[config.mk]
export PLATFORM = sky130hd
export DESIGN_NAME = gpio
export DESIGN_NICKNAME = d
export VERILOG_FILES = /design/src/logic/mmio_pkg.sv /design/src/logic/gpio.sv /design/src/logic/uart_rx.sv /design/src/logic/uart_tx.sv
export VERILOG_INCLUDE_DIRS = /design/src /design/src/logic
export SDC_FILE = /design/constraint.sdc
export NUM_CORES = 1
export LEC_CHECK = 0
export ABC_AREA = 1
export BUFFER_PORTS_ARGS = -buffer_cell sky130_fd_sc_hd__buf_2
export CAP_MARGIN = 15
export CORE_MARGIN = 3
export CORE_UTILIZATION = 46
export CTS_BUF_LIST = sky130_fd_sc_hd__clkbuf_4
export CTS_CLUSTER_SIZE = 40
export DETAILED_ROUTE_END_ITERATION = 6
export PLACE_DENSITY = 0.74
export SYNTH_ARGS = -nofsm -noshare
export SYNTH_HDL_FRONTEND = slang
export SYNTH_HIERARCHICAL = 1
export SYNTH_SLANG_ARGS = --single-unit
export TNS_END_PERCENT = 100
[constraint.sdc]
create_clock -name clk -period 1.6 [get_ports clk]
set_input_delay 0.32 -clock clk [delete_from_list [all_inputs] [get_ports clk]]
set_output_delay 0.32 -clock clk [all_outputs]
set_load 0.02 [all_outputs]
[src/logic/mmio_defines.svh]
`ifndef MMIO_DEFINES_SVH
`define MMIO_DEFINES_SVH

// address map of the data port
`define MMIO_BRAM_LIMIT 32'h0000_2404
`define MMIO_GPIO_BASE 32'h0003_2000

// RAM geometry, the word index comes from address bits 13 to 2
`define MMIO_BRAM_WORDS 2305
`define MMIO_BRAM_AW 12

// GPIO register offsets, decoded from address bits 3 to 0
`define MMIO_REG_LED 4'h0
`define MMIO_REG_SW 4'h4
`define MMIO_REG_TXDATA 4'h8
`define MMIO_REG_STATUS 4'hC

// serial bit period in clock cycles
`define MMIO_UART_CLKS_PER_BIT 16

`endif

[src/logic/mmio_pkg.sv]
`default_nettype none

package mmio_pkg;

    // one memory word, seen either as byte lanes or as half-word lanes
    typedef union packed {
        logic [3:0][7:0] bytes;
        logic [1:0][15:0] halves;
    } mem_word_u;

endpackage

`default_nettype wire

[src/logic/gpio.sv]
`timescale 1ns/1ns
`default_nettype none

`include "mmio_defines.svh"

module gpio (
    input wire clk,
    input wire rst_n,
    input wire sel,
    input wire wr,
    input wire rd,
    input wire [3:0] offset,
    input wire [31:0] wdata,
    input wire uart_txd_in,
    input wire [3:0] sw,
    output mmio_pkg::mem_word_u rdata,
    output logic [3:0] led,
    output logic uart_rxd_out
);

    logic [3:0] sw_meta;
    logic [3:0] sw_sync;
    logic tx_start;
    logic [7:0] tx_byte;
    logic tx_busy;
    logic rx_done;
    logic [7:0] rx_byte;
    logic [7:0] rx_data;
    logic rx_valid;

    always_ff @(posedge clk) begin
        if (!rst_n) begin
            led <= 4'h0;
            sw_meta <= 4'h0;
            sw_sync <= 4'h0;
        end else begin
            sw_meta <= sw;
            sw_sync <= sw_meta;
            if (sel && wr && offset == `MMIO_REG_LED) begin
                led <= wdata[3:0];
            end
        end
    end

    // a byte written while a frame is pending or running is dropped
    always_ff @(posedge clk) begin
        if (!rst_n) begin
            tx_start <= 1'b0;
        end else begin
            tx_start <= sel && wr && offset == `MMIO_REG_TXDATA && !tx_busy && !tx_start;
        end
    end

    always_ff @(posedge clk) begin
        if (sel && wr && offset == `MMIO_REG_TXDATA && !tx_busy && !tx_start) begin
            tx_byte <= wdata[7:0];
        end
    end

    // a new byte wins over a status read in the same cycle
    always_ff @(posedge clk) begin
        if (!rst_n) begin
            rx_valid <= 1'b0;
        end else if (rx_done) begin
            rx_valid <= 1'b1;
        end else if (sel && rd && offset == `MMIO_REG_STATUS) begin
            rx_valid <= 1'b0;
        end
    end

    always_ff @(posedge clk) begin
        if (rx_done) begin
            rx_data <= rx_byte;
        end
    end

    always_ff @(posedge clk) begin
        case (offset)
            `MMIO_REG_LED: rdata <= {28'h0, led};
            `MMIO_REG_SW: rdata <= {28'h0, sw_sync};
            `MMIO_REG_TXDATA: rdata <= {24'h0, tx_byte};
            `MMIO_REG_STATUS: rdata <= {16'h0, rx_data, 6'h0, rx_valid, tx_busy};
            default: rdata <= '0;
        endcase
    end

    uart_tx tx0 (
        .clk(clk),
        .rst_n(rst_n),
        .start(tx_start),
        .data(tx_byte),
        .txd(uart_rxd_out),
        .busy(tx_busy)
    );

    uart_rx rx0 (
        .clk(clk),
        .rst_n(rst_n),
        .rxd(uart_txd_in),
        .done(rx_done),
        .data(rx_byte)
    );

endmodule

`default_nettype wire

[src/logic/uart_rx.sv]
`timescale 1ns/1ns
`default_nettype none

`include "mmio_defines.svh"

module uart_rx (
    input wire clk,
    input wire rst_n,
    input wire rxd,
    output logic done,
    output logic [7:0] data
);

    localparam int CLKS = `MMIO_UART_CLKS_PER_BIT;
    localparam int CW = $clog2(CLKS);
    localparam logic [1:0] ST_IDLE = 2'd0;
    localparam logic [1:0] ST_START = 2'd1;
    localparam logic [1:0] ST_DATA = 2'd2;
    localparam logic [1:0] ST_STOP = 2'd3;

    logic rxd_meta;
    logic rxd_s;
    logic rxd_q;
    logic [1:0] state;
    logic [CW-1:0] baud_cnt;
    logic [2:0] bit_cnt;

    // the line idles high, so the synchronizer resets to one
    always_ff @(posedge clk) begin
        if (!rst_n) begin
            {rxd_meta, rxd_s, rxd_q} <= 3'b111;
        end else begin
            {rxd_meta, rxd_s, rxd_q} <= {rxd, rxd_meta, rxd_s};
        end
    end

    always_ff @(posedge clk) begin
        if (!rst_n) begin
            state <= ST_IDLE;
            baud_cnt <= '0;
            bit_cnt <= 3'd0;
            done <= 1'b0;
        end else begin
            done <= 1'b0;
            baud_cnt <= baud_cnt + 1'b1;
            case (state)
                ST_IDLE: begin
                    baud_cnt <= '0;
                    if (rxd_q && !rxd_s) state <= ST_START;
                end
                // a glitch shorter than half a bit is not a start bit
                ST_START: begin
                    if (baud_cnt == CW'(CLKS / 2 - 1)) begin
                        baud_cnt <= '0;
                        bit_cnt <= 3'd0;
                        state <= rxd_s ? ST_IDLE : ST_DATA;
                    end
                end
                ST_DATA: begin
                    if (baud_cnt == CW'(CLKS - 1)) begin
                        baud_cnt <= '0;
                        data <= {rxd_s, data[7:1]};
                        bit_cnt <= bit_cnt + 3'd1;
                        if (bit_cnt == 3'd7) state <= ST_STOP;
                    end
                end
                default: begin
                    if (baud_cnt == CW'(CLKS - 1)) begin
                        done <= rxd_s;
                        state <= ST_IDLE;
                    end
                end
            endcase
        end
    end

endmodule

`default_nettype wire

[src/logic/uart_tx.sv]
`timescale 1ns/1ns
`default_nettype none

`include "mmio_defines.svh"

module uart_tx (
    input wire clk,
    input wire rst_n,
    input wire start,
    input wire [7:0] data,
    output logic txd,
    output logic busy
);

    localparam int CLKS = `MMIO_UART_CLKS_PER_BIT;
    localparam int CW = $clog2(CLKS);

    logic [CW-1:0] baud_cnt;
    logic [3:0] bit_cnt;
    // data bits with the stop bit behind them
    logic [8:0] shreg;

    always_ff @(posedge clk) begin
        if (!rst_n) begin
            txd <= 1'b1;
            busy <= 1'b0;
            baud_cnt <= '0;
            bit_cnt <= 4'd0;
            shreg <= '1;
        end else if (!busy) begin
            if (start) begin
                txd <= 1'b0;
                busy <= 1'b1;
                baud_cnt <= '0;
                bit_cnt <= 4'd0;
                shreg <= {1'b1, data};
            end
        end else if (baud_cnt == CW'(CLKS - 1)) begin
            baud_cnt <= '0;
            // bit 9 is the stop bit, the frame ends when it has run out
            if (bit_cnt == 4'd9) begin
                busy <= 1'b0;
            end else begin
                txd <= shreg[0];
                shreg <= {1'b1, shreg[8:1]};
                bit_cnt <= bit_cnt + 4'd1;
            end
        end else begin
            baud_cnt <= baud_cnt + 1'b1;
        end
    end

endmodule

`default_nettype wire

==> impl_metrics.env, run 1 <==
export IMPL_clock_skew_ps=12.30
export IMPL_final_layout_size_suffix_gt1_share_pct=21.46
export IMPL_drv_cap=0
export IMPL_drtIter0Drc=157
export IMPL_cts_buffers=9
export IMPL_n_antenna_cell=0
export IMPL_yosysWarnings=6
export IMPL_ff_latch_area_sq_mm=0.001942
export IMPL_grt_pass1_wl_mm=10.33
export IMPL_final_cell_area_sq_mm=0.003916
export IMPL_clk_latency_ps=430
export IMPL_crit_fanout=8
export IMPL_grt_pass1_vias=2367
export IMPL_required_ps=1750
export IMPL_rows=31
export IMPL_endpoint_kind="register"
export IMPL_arrival_ps=1620
export IMPL_reg2regPathDepth=6
export IMPL_fill_cells=670
export IMPL_synthCells=381
export IMPL_ys_ff_latch=85
export IMPL_finalNetCount=489
export IMPL_run_status="finished, final reports clean"
export IMPL_hpwlAfterDp_mm=4.379
export IMPL_via_count=2506
export IMPL_dieArea_sq_mm=0.008682
export IMPL_ctsHtreeMaxLevel=3
export IMPL_die_h_microns=93.18
export IMPL_startpoint_type="register"
export IMPL_finalHoldViolations=0
export IMPL_hp_class="input port to register"
export IMPL_cts_root_buf="clkbuf_4"
export IMPL_ys_types=35
export IMPL_synth_seq_area_share_pct=55.55
export IMPL_grt_max_degree=31
export IMPL_wl_per_cell_microns=11.44
export IMPL_hold_depth=1
export IMPL_multi_input_area_sq_mm=0.001266
export IMPL_io_pin_count=83
export IMPL_syn_area_sq_mm=0.003496
export IMPL_path_clk_slew_ps=130
export IMPL_die_w_microns=93.18
export IMPL_clock_tree_buffer_depth=2
export IMPL_power_mw=4.142
export IMPL_ant_nets=0
export IMPL_cts_sinks=85
export IMPL_max_freq_ghz=0.6831
export IMPL_setup_violations=0
export IMPL_drc=0
export IMPL_peakVddDrop_mv=0.6321
export IMPL_fin_crit_sh_pct=91.50
export IMPL_maxSlewViolCount=0
export IMPL_drtPass1Iterations=4
export IMPL_placed_area_sq_mm=0.003767
export IMPL_initial_core_util_pct=47.69
export IMPL_wl_mm=6.142
export IMPL_via_per_inst=4.667
export IMPL_syn2layout_area_growth_pct=12.03
export IMPL_core_sq_mm=0.007331
export IMPL_cts_tree="done"
export IMPL_holdBufCountCts=0
export IMPL_grt_util_all_layers_pct=15.14
export IMPL_grt_overflow_total=0
export IMPL_leakagePower_nw=1.851
export IMPL_grt_antenna_before_repair=0
export IMPL_syn_avg_cell_area_sq_um=9.175
export IMPL_crit_type="register to register"
export IMPL_fin_crit_ps=1464
export IMPL_numPortBuffers=42
export IMPL_p_per_area_mw_per_mm2=1058
export IMPL_place_congestion=0.7975
registers in the layout, indices dropped and copies added, names as in the netlist, 2 cells and up:
register / flops
rdata: 16
rx0/baud_cnt: 4
led: 4
rx0/data: 8
rx0/bit_cnt: 3
tx_byte: 8
tx0/shreg: 8
sw_sync: 4
rx0/state: 2
tx0/baud_cnt: 4
tx0/bit_cnt: 4
rx_data: 8
sw_meta: 4
path summary, 6_finish.rpt:
check	end	slack, ps	start
setup / recovery	rx0/data[6]	140	rx0/baud_cnt[0]
hold / removal	tx_byte[7]	60	wdata[7]
setup reg to reg	rx0/data[6]	140	rx0/baud_cnt[0]
hold reg to reg	sw_sync[3]	430	sw_meta[3]
worst max-delay path: stages (launching register included):
cell and delay (ps):
dfxtp_1 370, ha_1 230, nand3_2 130, inv_2 110, nand2_1 90, nor2_1 90
buf_4 180
logic make-up (layout without fill, tap and decap cells):
| group | after synthesis | in the layout | synth area share (%) |
|---|---|---|---|
| simple gates | 189 | 189 | 25.95 |
| compound gates | 23 | 23 | 4.260 |
| flops | 85 | 85 | 55.55 |
| xor+xnor | 2 | 2 | 0.5012 |
| fa+ha+maj | 10 | 10 | 3.579 |
| other cells | 1 | 16 | 0.1073 |
| buf+inv | 71 | 113 | 10.06 |
where the power goes:
part           internal, mW  leakage [nW]  switching, mW
Combinational         0.217          1.06          0.415
Sequential             2.26         0.711         0.0360
Clock                 0.484        0.0767          0.729
Total                  2.96          1.85           1.18
synthesized netlist by cell type:
cell type   n  area [sq um]
a21boi_0    1         7.510
nor2_1     42         157.7
o21ai_2     2         17.52
or2_1       1         6.260
xnor2_1     1         8.760
nor2_8      1         20.02
nand3_1    37         185.2
nand3_4     2         35.03
xor2_1      1         8.760
o21ai_4     1         16.27
nand2_1    77         289.0
inv_1      45         168.9
nand2_4     3         33.78
nor3_1      2         10.01
buf_6       2         22.52
conb_1      1         3.750
o21bai_1    1         7.510
nand4_1    12         75.07
dfxtp_1    61          1221
nand3_2     1         10.01
buf_2       2         10.01
inv_2       3         11.26
nand2_2     5         31.28
nor2_2      1         6.260
nor2_4      2         22.52
o21ai_0     4         20.02
nor4_2      1         12.51
buf_4      18         135.1
a211oi_1    1         7.510
edfxtp_1   24         720.7
a21oi_1    11         55.05
clkbuf_1    1         3.750
ha_1       10         125.1
a21oi_2     2         17.52
or2_2       2         12.51
cells in the final DEF (no fill, tap or decap), types with 3 or more instances in the layout:
| master | n |
|---|---|
| nand2_1 | 77 |
| dfxtp_1 | 61 |
| inv_1 | 44 |
| nor2_1 | 42 |
| buf_2 | 42 |
| nand3_1 | 36 |
| edfxtp_1 | 24 |
| conb_1 | 16 |
| nand4_1 | 12 |
| a21oi_1 | 11 |
| clkbuf_4 | 9 |
| ha_1 | 9 |
| buf_4 | 7 |
| nand2_2 | 5 |
| inv_2 | 4 |
| o21ai_0 | 4 |
| nand2_4 | 3 |
area by class of cell:
class                   count  area share, %
flip-flops and latches     85          49.58
clock inverters             7          1.885
multi-input cells         240          32.33
repair buffers             49          6.709
inverters                  48          4.601
clock buffers               9          1.725
well taps                  99          3.163
what timing repair did:
| action | in CTS | in global routing |
|---|---|---|
| setup endpoints to repair | 0 | 10 |
| resized for setup | 0 | 3 |
| setup buffers | 0 | 0 |
per-layer routing:
layer	track usage (%)	wire (microns)	up-vias
met5	0	0	-
met4	8.059	149	0
met3	3.540	253	12
met2	24.84	2936	53
met1	18.45	2801	1140
li1	-	-	1301
through the flow:
step / hold slack, ps / utilization (%) / std cells / setup WS [ps] / TNS [ps]
3_3_place_gp: 394.3 / 51.39 / 521 / 117.5 / 0
6_report: 60.97 / 53.42 / 537 / 136.0 / 0
3_5_place_dp: 397.8 / 51.39 / 521 / 87.43 / 0
5_1_grt: 40.55 / 53.42 / 537 / -10.20 / -26.83
4_1_cts: 32.71 / 53.32 / 537 / 81.02 / 0
2_1_floorplan: 389.2 / - / 396 / 7.258 / 0
(Power assumes the default switching activity.)
==> run 2, diff against run 1 <==
Settings changed: ABC_AREA 1 to not set.
==> run 2 against run 1 <==
Against the previous run: area after synthesis shrank 0.97%; global-route usage shrank 0.20 points; fmax shrank 4.2%; synthesized cell count shrank 22%; power grew 1.3%; critical path type unchanged; highest routed layer unchanged.
==> impl_metrics.env, run 2 <==
export IMPL_run_status="finished, final reports clean"
export IMPL_cts_buffers=9
export IMPL_cts_sinks=85
export IMPL_ys_top_cells_by_count="dfxtp_1, and2_1, edfxtp_1, nand2_1, buf_4"
export IMPL_ctsHtreeMaxLevel=3
export IMPL_wl_mm=6.079
export IMPL_switching_share_pct=24.59
export IMPL_final_common_cell="dfxtp_1"
export IMPL_drtPass1Iterations=4
export IMPL_grt_antenna_before_repair=0
export IMPL_yosysTopAreaCell="dfxtp_1"
export IMPL_clk_latency_ps=420
export IMPL_place_congestion=0.8003
export IMPL_grt_pass1_vias=2076
export IMPL_clock_tree_buffer_depth=2
export IMPL_fin_crit_sh_pct=95.51
export IMPL_yosysWarnings=6
export IMPL_n_antenna_cell=0
export IMPL_synth_area_leaders="dfxtp_1, edfxtp_1, mux2i_1"
export IMPL_layout_common_cells="dfxtp_1, buf_2, and2_1"
export IMPL_peakVddDrop_mv=0.4832
export IMPL_startpoint_type="register"
export IMPL_synthCells=296
export IMPL_finalSetupTns_ps=0
export IMPL_syn2layout_area_growth_pct=18.07
export IMPL_synthArstFlopShare_pct=0
export IMPL_cts_root_buf="clkbuf_4"
export IMPL_drc=0
export IMPL_syn_area_sq_mm=0.003462
export IMPL_rows=30
export IMPL_core_sq_mm=0.007057
export IMPL_max_freq_ghz=0.6544
export IMPL_power_mw=4.195
export IMPL_crit_fanout=5
export IMPL_clock_skew_ps=9.549
export IMPL_ys_ff_latch=85
export IMPL_numPortBuffers=42
export IMPL_maxSlewViolCount=0
export IMPL_drv_cap=0
export IMPL_ant_nets=0
export IMPL_wl_per_cell_microns=13.13
export IMPL_dominantRegCellSynth="dfxtp_1"
export IMPL_io_pin_count=83
export IMPL_synth_most_common_cell="dfxtp_1"
export IMPL_finalNetCount=418
export IMPL_top_register="rdata"
export IMPL_initial_core_util_pct=49.06
export IMPL_crit_type="register to register"
export IMPL_pwr_share_comb_pct=12.8
export IMPL_hpwlAfterDp_mm=4.383
export IMPL_worst_r2r_setup_slack_ps=70
export IMPL_dieArea_sq_mm=0.008603
export IMPL_arrival_ps=1890
export IMPL_grt_pass1_wl_mm=10.03
export IMPL_die_w_microns=92.76
export IMPL_required_ps=1960
export IMPL_die_h_microns=92.76
export IMPL_path_clk_slew_ps=130
export IMPL_synth_top_area_share_pct=35.27
export IMPL_p_switching_mw=1.032
export IMPL_grt_max_degree=19
export IMPL_via_per_inst=4.907
export IMPL_hp_class="input port to register"
export IMPL_fill_cells=597
export IMPL_sequentialPowerShare_pct=54.2
export IMPL_holdBufCountCts=0
export IMPL_p_clk_share_pct=32.9
export IMPL_setup_violations=0
export IMPL_synth_edf_count=24
export IMPL_endpoint_kind="register"
export IMPL_grt_util_all_layers_pct=14.94
export IMPL_synth_seq_area_share_pct=56.09
export IMPL_grt_overflow_total=0
export IMPL_p_per_area_mw_per_mm2=1026
export IMPL_cts_tree="done"
export IMPL_finalHoldViolations=0
export IMPL_internal_power_mw=3.164
export IMPL_leakagePower_nw=1.606
export IMPL_ys_types=53
export IMPL_via_count=2272
export IMPL_fin_crit_ps=1528
export IMPL_largest_reg_flops=16
export IMPL_final_layout_size_suffix_gt1_share_pct=29.97
export IMPL_drtIter0Drc=89
export IMPL_syn_avg_cell_area_sq_um=11.70
-- run 2: cell types whose count changed in the layout (fill, tap and decap cells not counted), sizes merged, moves of 5 or more --
cell / change
a21oi: -8
buf: +18
nand3: -36
mux2i: +16
nor2b: +5
and2: +25
inv: -41
nand2: -61
a31oi: +8
nand2b: +6
nor3b: +11
nor2: -35
nand4: -8
-- run 2: through the flow --
step | setup WS (ps) | area (sq um) | std cells | util, % | hold WS (ps)
3_5_place_dp | -30.48 | 3850 | 446 | 54.56 | 393.6
4_1_cts | 2.917 | 4043 | 462 | 57.29 | 36.34
2_1_floorplan | 33.34 | 3518 | 311 | - | 386.3
5_1_grt | -8.691 | 4088 | 463 | 57.93 | 23.25
6_report | 71.88 | 4088 | 463 | 57.93 | 58.81
3_3_place_gp | 17.47 | 3850 | 446 | 54.56 | 392.0
-- run 2: kinds of logic after synthesis --
| group | Yosys count | share of synthesized area, % |
|---|---|---|
| other | 1 | 0.1083 |
| buffers and inverters | 34 | 6.288 |
| and+or+nand+nor | 108 | 19.44 |
| muxes | 18 | 5.927 |
| AOI/OAI and AO/OA | 39 | 8.277 |
| adders and majority gates | 10 | 3.614 |
| DFF | 85 | 56.09 |
| xor gates and xnor gates | 1 | 0.2530 |
-- run 2: final timing paths --
| check | cells past startpoint | to | startpoint |
|---|---|---|---|
| max | 6 | tx0/bit_cnt[2] | tx0/baud_cnt[0] |
| min | 1 | tx_byte[5] | wdata[5] |
| max reg2reg | 6 | tx0/bit_cnt[2] | tx0/baud_cnt[0] |
| min reg2reg | 1 | rx0/rxd_s | rx0/rxd_meta |
-- run 2: cell type report --
type	instances	area [sq um]	area share, %
Inverter	7	26.28	0.6428
Multi-Input combinational cell	192	1418	34.68
Timing Repair Buffer	67	410.4	10.04
Clock inverter	7	97.59	2.388
Tap cell	96	120.1	2.938
Clock buffer	9	67.56	1.653
Sequential cell	85	1948	47.66
-- run 2: per-layer routing --
metal  track usage, %  share of wire [%]  vias up
met5                0                  0        -
met2            22.84                 46       74
met1            19.71                 44     1040
met3            3.656                7.4        9
met4            7.570                1.8        0
li1                 -                  -     1149
-- run 2: critical path, cell delays in order, from the launching register on --
cell and delay (ps):
dfxtp_1 410, ha_1 190, buf_4 140, nand4_1 140, nor4b_1 330, a31oi_1 90, a21boi_0 160
-- run 2: what timing repair did --
| action | CTS | global route |
|---|---|---|
| setup buffers | 0 | 1 |
| endpoints found under the setup margin | 2 | 4 |
| pin swaps | 0 | 4 |
| resized for setup | 5 | 10 |
| cloned | 0 | 0 |
-- run 2: power by group through the flow --
stage	logic, mW	clock network [mW]	registers, mW
2_1_floorplan	0.311	0	2.32
3_3_place_gp	0.486	0	2.31
3_5_place_dp	0.492	0	2.32
4_1_cts	0.517	1.42	2.27
5_1_grt	0.600	1.51	2.28
6_report	0.538	1.38	2.28
==> run 3, diff against run 2 <==
Settings changed: CORE_UTILIZATION 46 to 30, PLACE_DENSITY 0.74 to 0.53.
==> run 3 against run 2 <==
Against the previous run: highest routed layer unchanged; combinational power fell by 7.6%; clock power is essentially flat; global-route usage down 4.9 points; design area fell by 0.15%; sequential power is essentially flat; critical path type unchanged; final cell count rose by 8.0%; critical path depth unchanged; count of clock-buffer cells in the layout grew 1.
==> impl_metrics.env, run 3 (synthesized netlist as in run 2, its figures left out) <==
export IMPL_run_status="finished, final reports clean"
export IMPL_layout_common_cells="dfxtp_1, buf_2, and2_1"
export IMPL_crit_reg2reg_capture="rx0/state[0]"
export IMPL_initial_core_util_pct=31.25
export IMPL_drtIter0Drc=105
export IMPL_crit_fanout=5
export IMPL_die_w_microns=113.4
export IMPL_leakagePower_nw=1.575
export IMPL_fin_util_pct=36.84
export IMPL_hpwlAfterDp_mm=4.490
export IMPL_final_common_cell="dfxtp_1"
export IMPL_worstHoldStart="wdata[4]"
export IMPL_r2r_start="rx0/state[1]"
export IMPL_grt_pass1_vias=2055
export IMPL_holdBufCountCts=0
export IMPL_cts_buffers=9
export IMPL_startpoint_type="register"
export IMPL_power_mw=4.142
export IMPL_reg2regPathDepth=6
export IMPL_ctsHtreeMaxLevel=3
export IMPL_wl_per_cell_microns=12.47
export IMPL_worstHoldEndpoint="tx_byte[4]"
export IMPL_cts_root_buf="clkbuf_4"
export IMPL_rows=38
export IMPL_arrival_ps=1930
export IMPL_path_clk_slew_ps=130
export IMPL_path_delay_family="simple AND/OR/NAND/NOR gates"
export IMPL_peakVddDrop_mv=0.4123
export IMPL_endpoint_kind="register"
export IMPL_hp_class="input port to register"
export IMPL_worst_r2r_setup_slack_ps=20
export IMPL_grt_max_degree=32
export IMPL_place_congestion=0.7611
export IMPL_drv_cap=0
export IMPL_die_h_microns=113.4
export IMPL_largest_reg_flops=16
export IMPL_finalHoldViolations=0
export IMPL_crit_cells=6
export IMPL_top_register="rdata"
export IMPL_hold_depth=1
export IMPL_required_ps=1950
export IMPL_crit_type="register to register"
export IMPL_ant_nets=0
export IMPL_fin_crit_ps=1576
export IMPL_via_count=2221
export IMPL_cp_slowest_cell="dfxtp_4"
export IMPL_dp_slack_ps=-19.82
export IMPL_drtPass1Iterations=5
export IMPL_numPortBuffers=42
export IMPL_setup_violations=0
export IMPL_crit_path_cell_trace="inv_1 -> ha_1 -> or2_1 -> o211a_4 -> nor3b_4 -> mux2i_1"
export IMPL_worst_path_buf_inv=1
export IMPL_layout_setup_ws_ps=24.45
export IMPL_syn2layout_area_growth_pct=17.89
export IMPL_cts_sinks=85
export IMPL_grt_setup_unrepaired="true"
export IMPL_finalSetupTns_ps=0
export IMPL_grt_antenna_before_repair=0
export IMPL_grt_pass1_wl_mm=10.16
export IMPL_postCtsSetupBuffers=0
export IMPL_max_stage_delay_ps=400
export IMPL_n_antenna_cell=0
export IMPL_via_per_inst=4.442
export IMPL_max_freq_ghz=0.6347
export IMPL_p_per_area_mw_per_mm2=1015
export IMPL_met2_usage_pct=15.52
export IMPL_final_layout_size_suffix_gt1_share_pct=26.67
export IMPL_wl_mm=6.236
export IMPL_grt_use_met1_pct=13.26
export IMPL_grt_util_all_layers_pct=10.07
export IMPL_dieArea_sq_mm=0.01287
export IMPL_top_usage_layer="met2"
export IMPL_grt_overflow_total=0
export IMPL_maxSlewViolCount=0
export IMPL_drc=0
export IMPL_cts_tree="done"
export IMPL_core_sq_mm=0.01108
export IMPL_finalNetCount=411
export IMPL_clk_latency_ps=430
export IMPL_clock_skew_ps=17.61
export IMPL_fin_crit_sh_pct=98.47
export IMPL_io_pin_count=83
export IMPL_clock_tree_buffer_depth=2
export IMPL_met3_usage_pct=3.024
[run 3: worst max path at each step]
| stage | from | endpoint | slack, ps |
|---|---|---|---|
| after detailed placement | rx0/state[1] | rx0/state[0] | -20 |
| after global placement | rx0/state[1] | rx0/state[0] | -7 |
| after global routing | rx0/state[1] | rx0/state[1] | -20 |
| after floorplan | rx0/state[1] | rx0/state[1] | 30 |
| final | rx0/state[1] | rx0/state[0] | 20 |
| after CTS | rx0/state[0] | rx0/state[0] | 0.9 |
[run 3: cell type report]
| class | count | area, sq um |
|---|---|---|
| fillers | 1109 | 6997 |
| flip-flops and latches | 85 | 1947 |
| multi-input cells | 192 | 1374 |
| repair buffers | 60 | 395.4 |
| well taps | 140 | 175.2 |
| clock inverters | 6 | 88.84 |
| clock buffers | 10 | 75.07 |
| inverters | 7 | 26.28 |
[run 3: what timing repair did]
action                                  CTS  global route
endpoints found under the setup margin    2             5
gates resized for setup                   3             4
pin swaps                                 0             1
[run 3: through the flow]
stage	instances	hold slack, ps	instance area [sq um]
2_1_floorplan	311	386.3	3518
3_3_place_gp	484	395.5	3897
3_5_place_dp	484	400.2	3897
4_1_cts	500	19.39	4070
5_1_grt	500	22.76	4081
6_report	500	62.17	4081
[run 3: layer usage]
layer	wire length, microns	part of all wire (%)
met3	294	4.7
met2	2921	47
met1	2988	48
met5	0	0
met4	31	0.50
[run 3: where the power goes]
part,switching [mW],internal [mW],total [mW]
Sequential,0.0224,2.25,2.27
Combinational,0.253,0.245,0.497
Clock,0.726,0.652,1.38
[run 3: worst register-to-register path, cell delays in order, from the launching register on]
cell and delay (ps):
dfxtp_4 400, inv_1 60, ha_1 200, or2_1 260
o211a_4 170, nor3b_4 230, mux2i_1 200
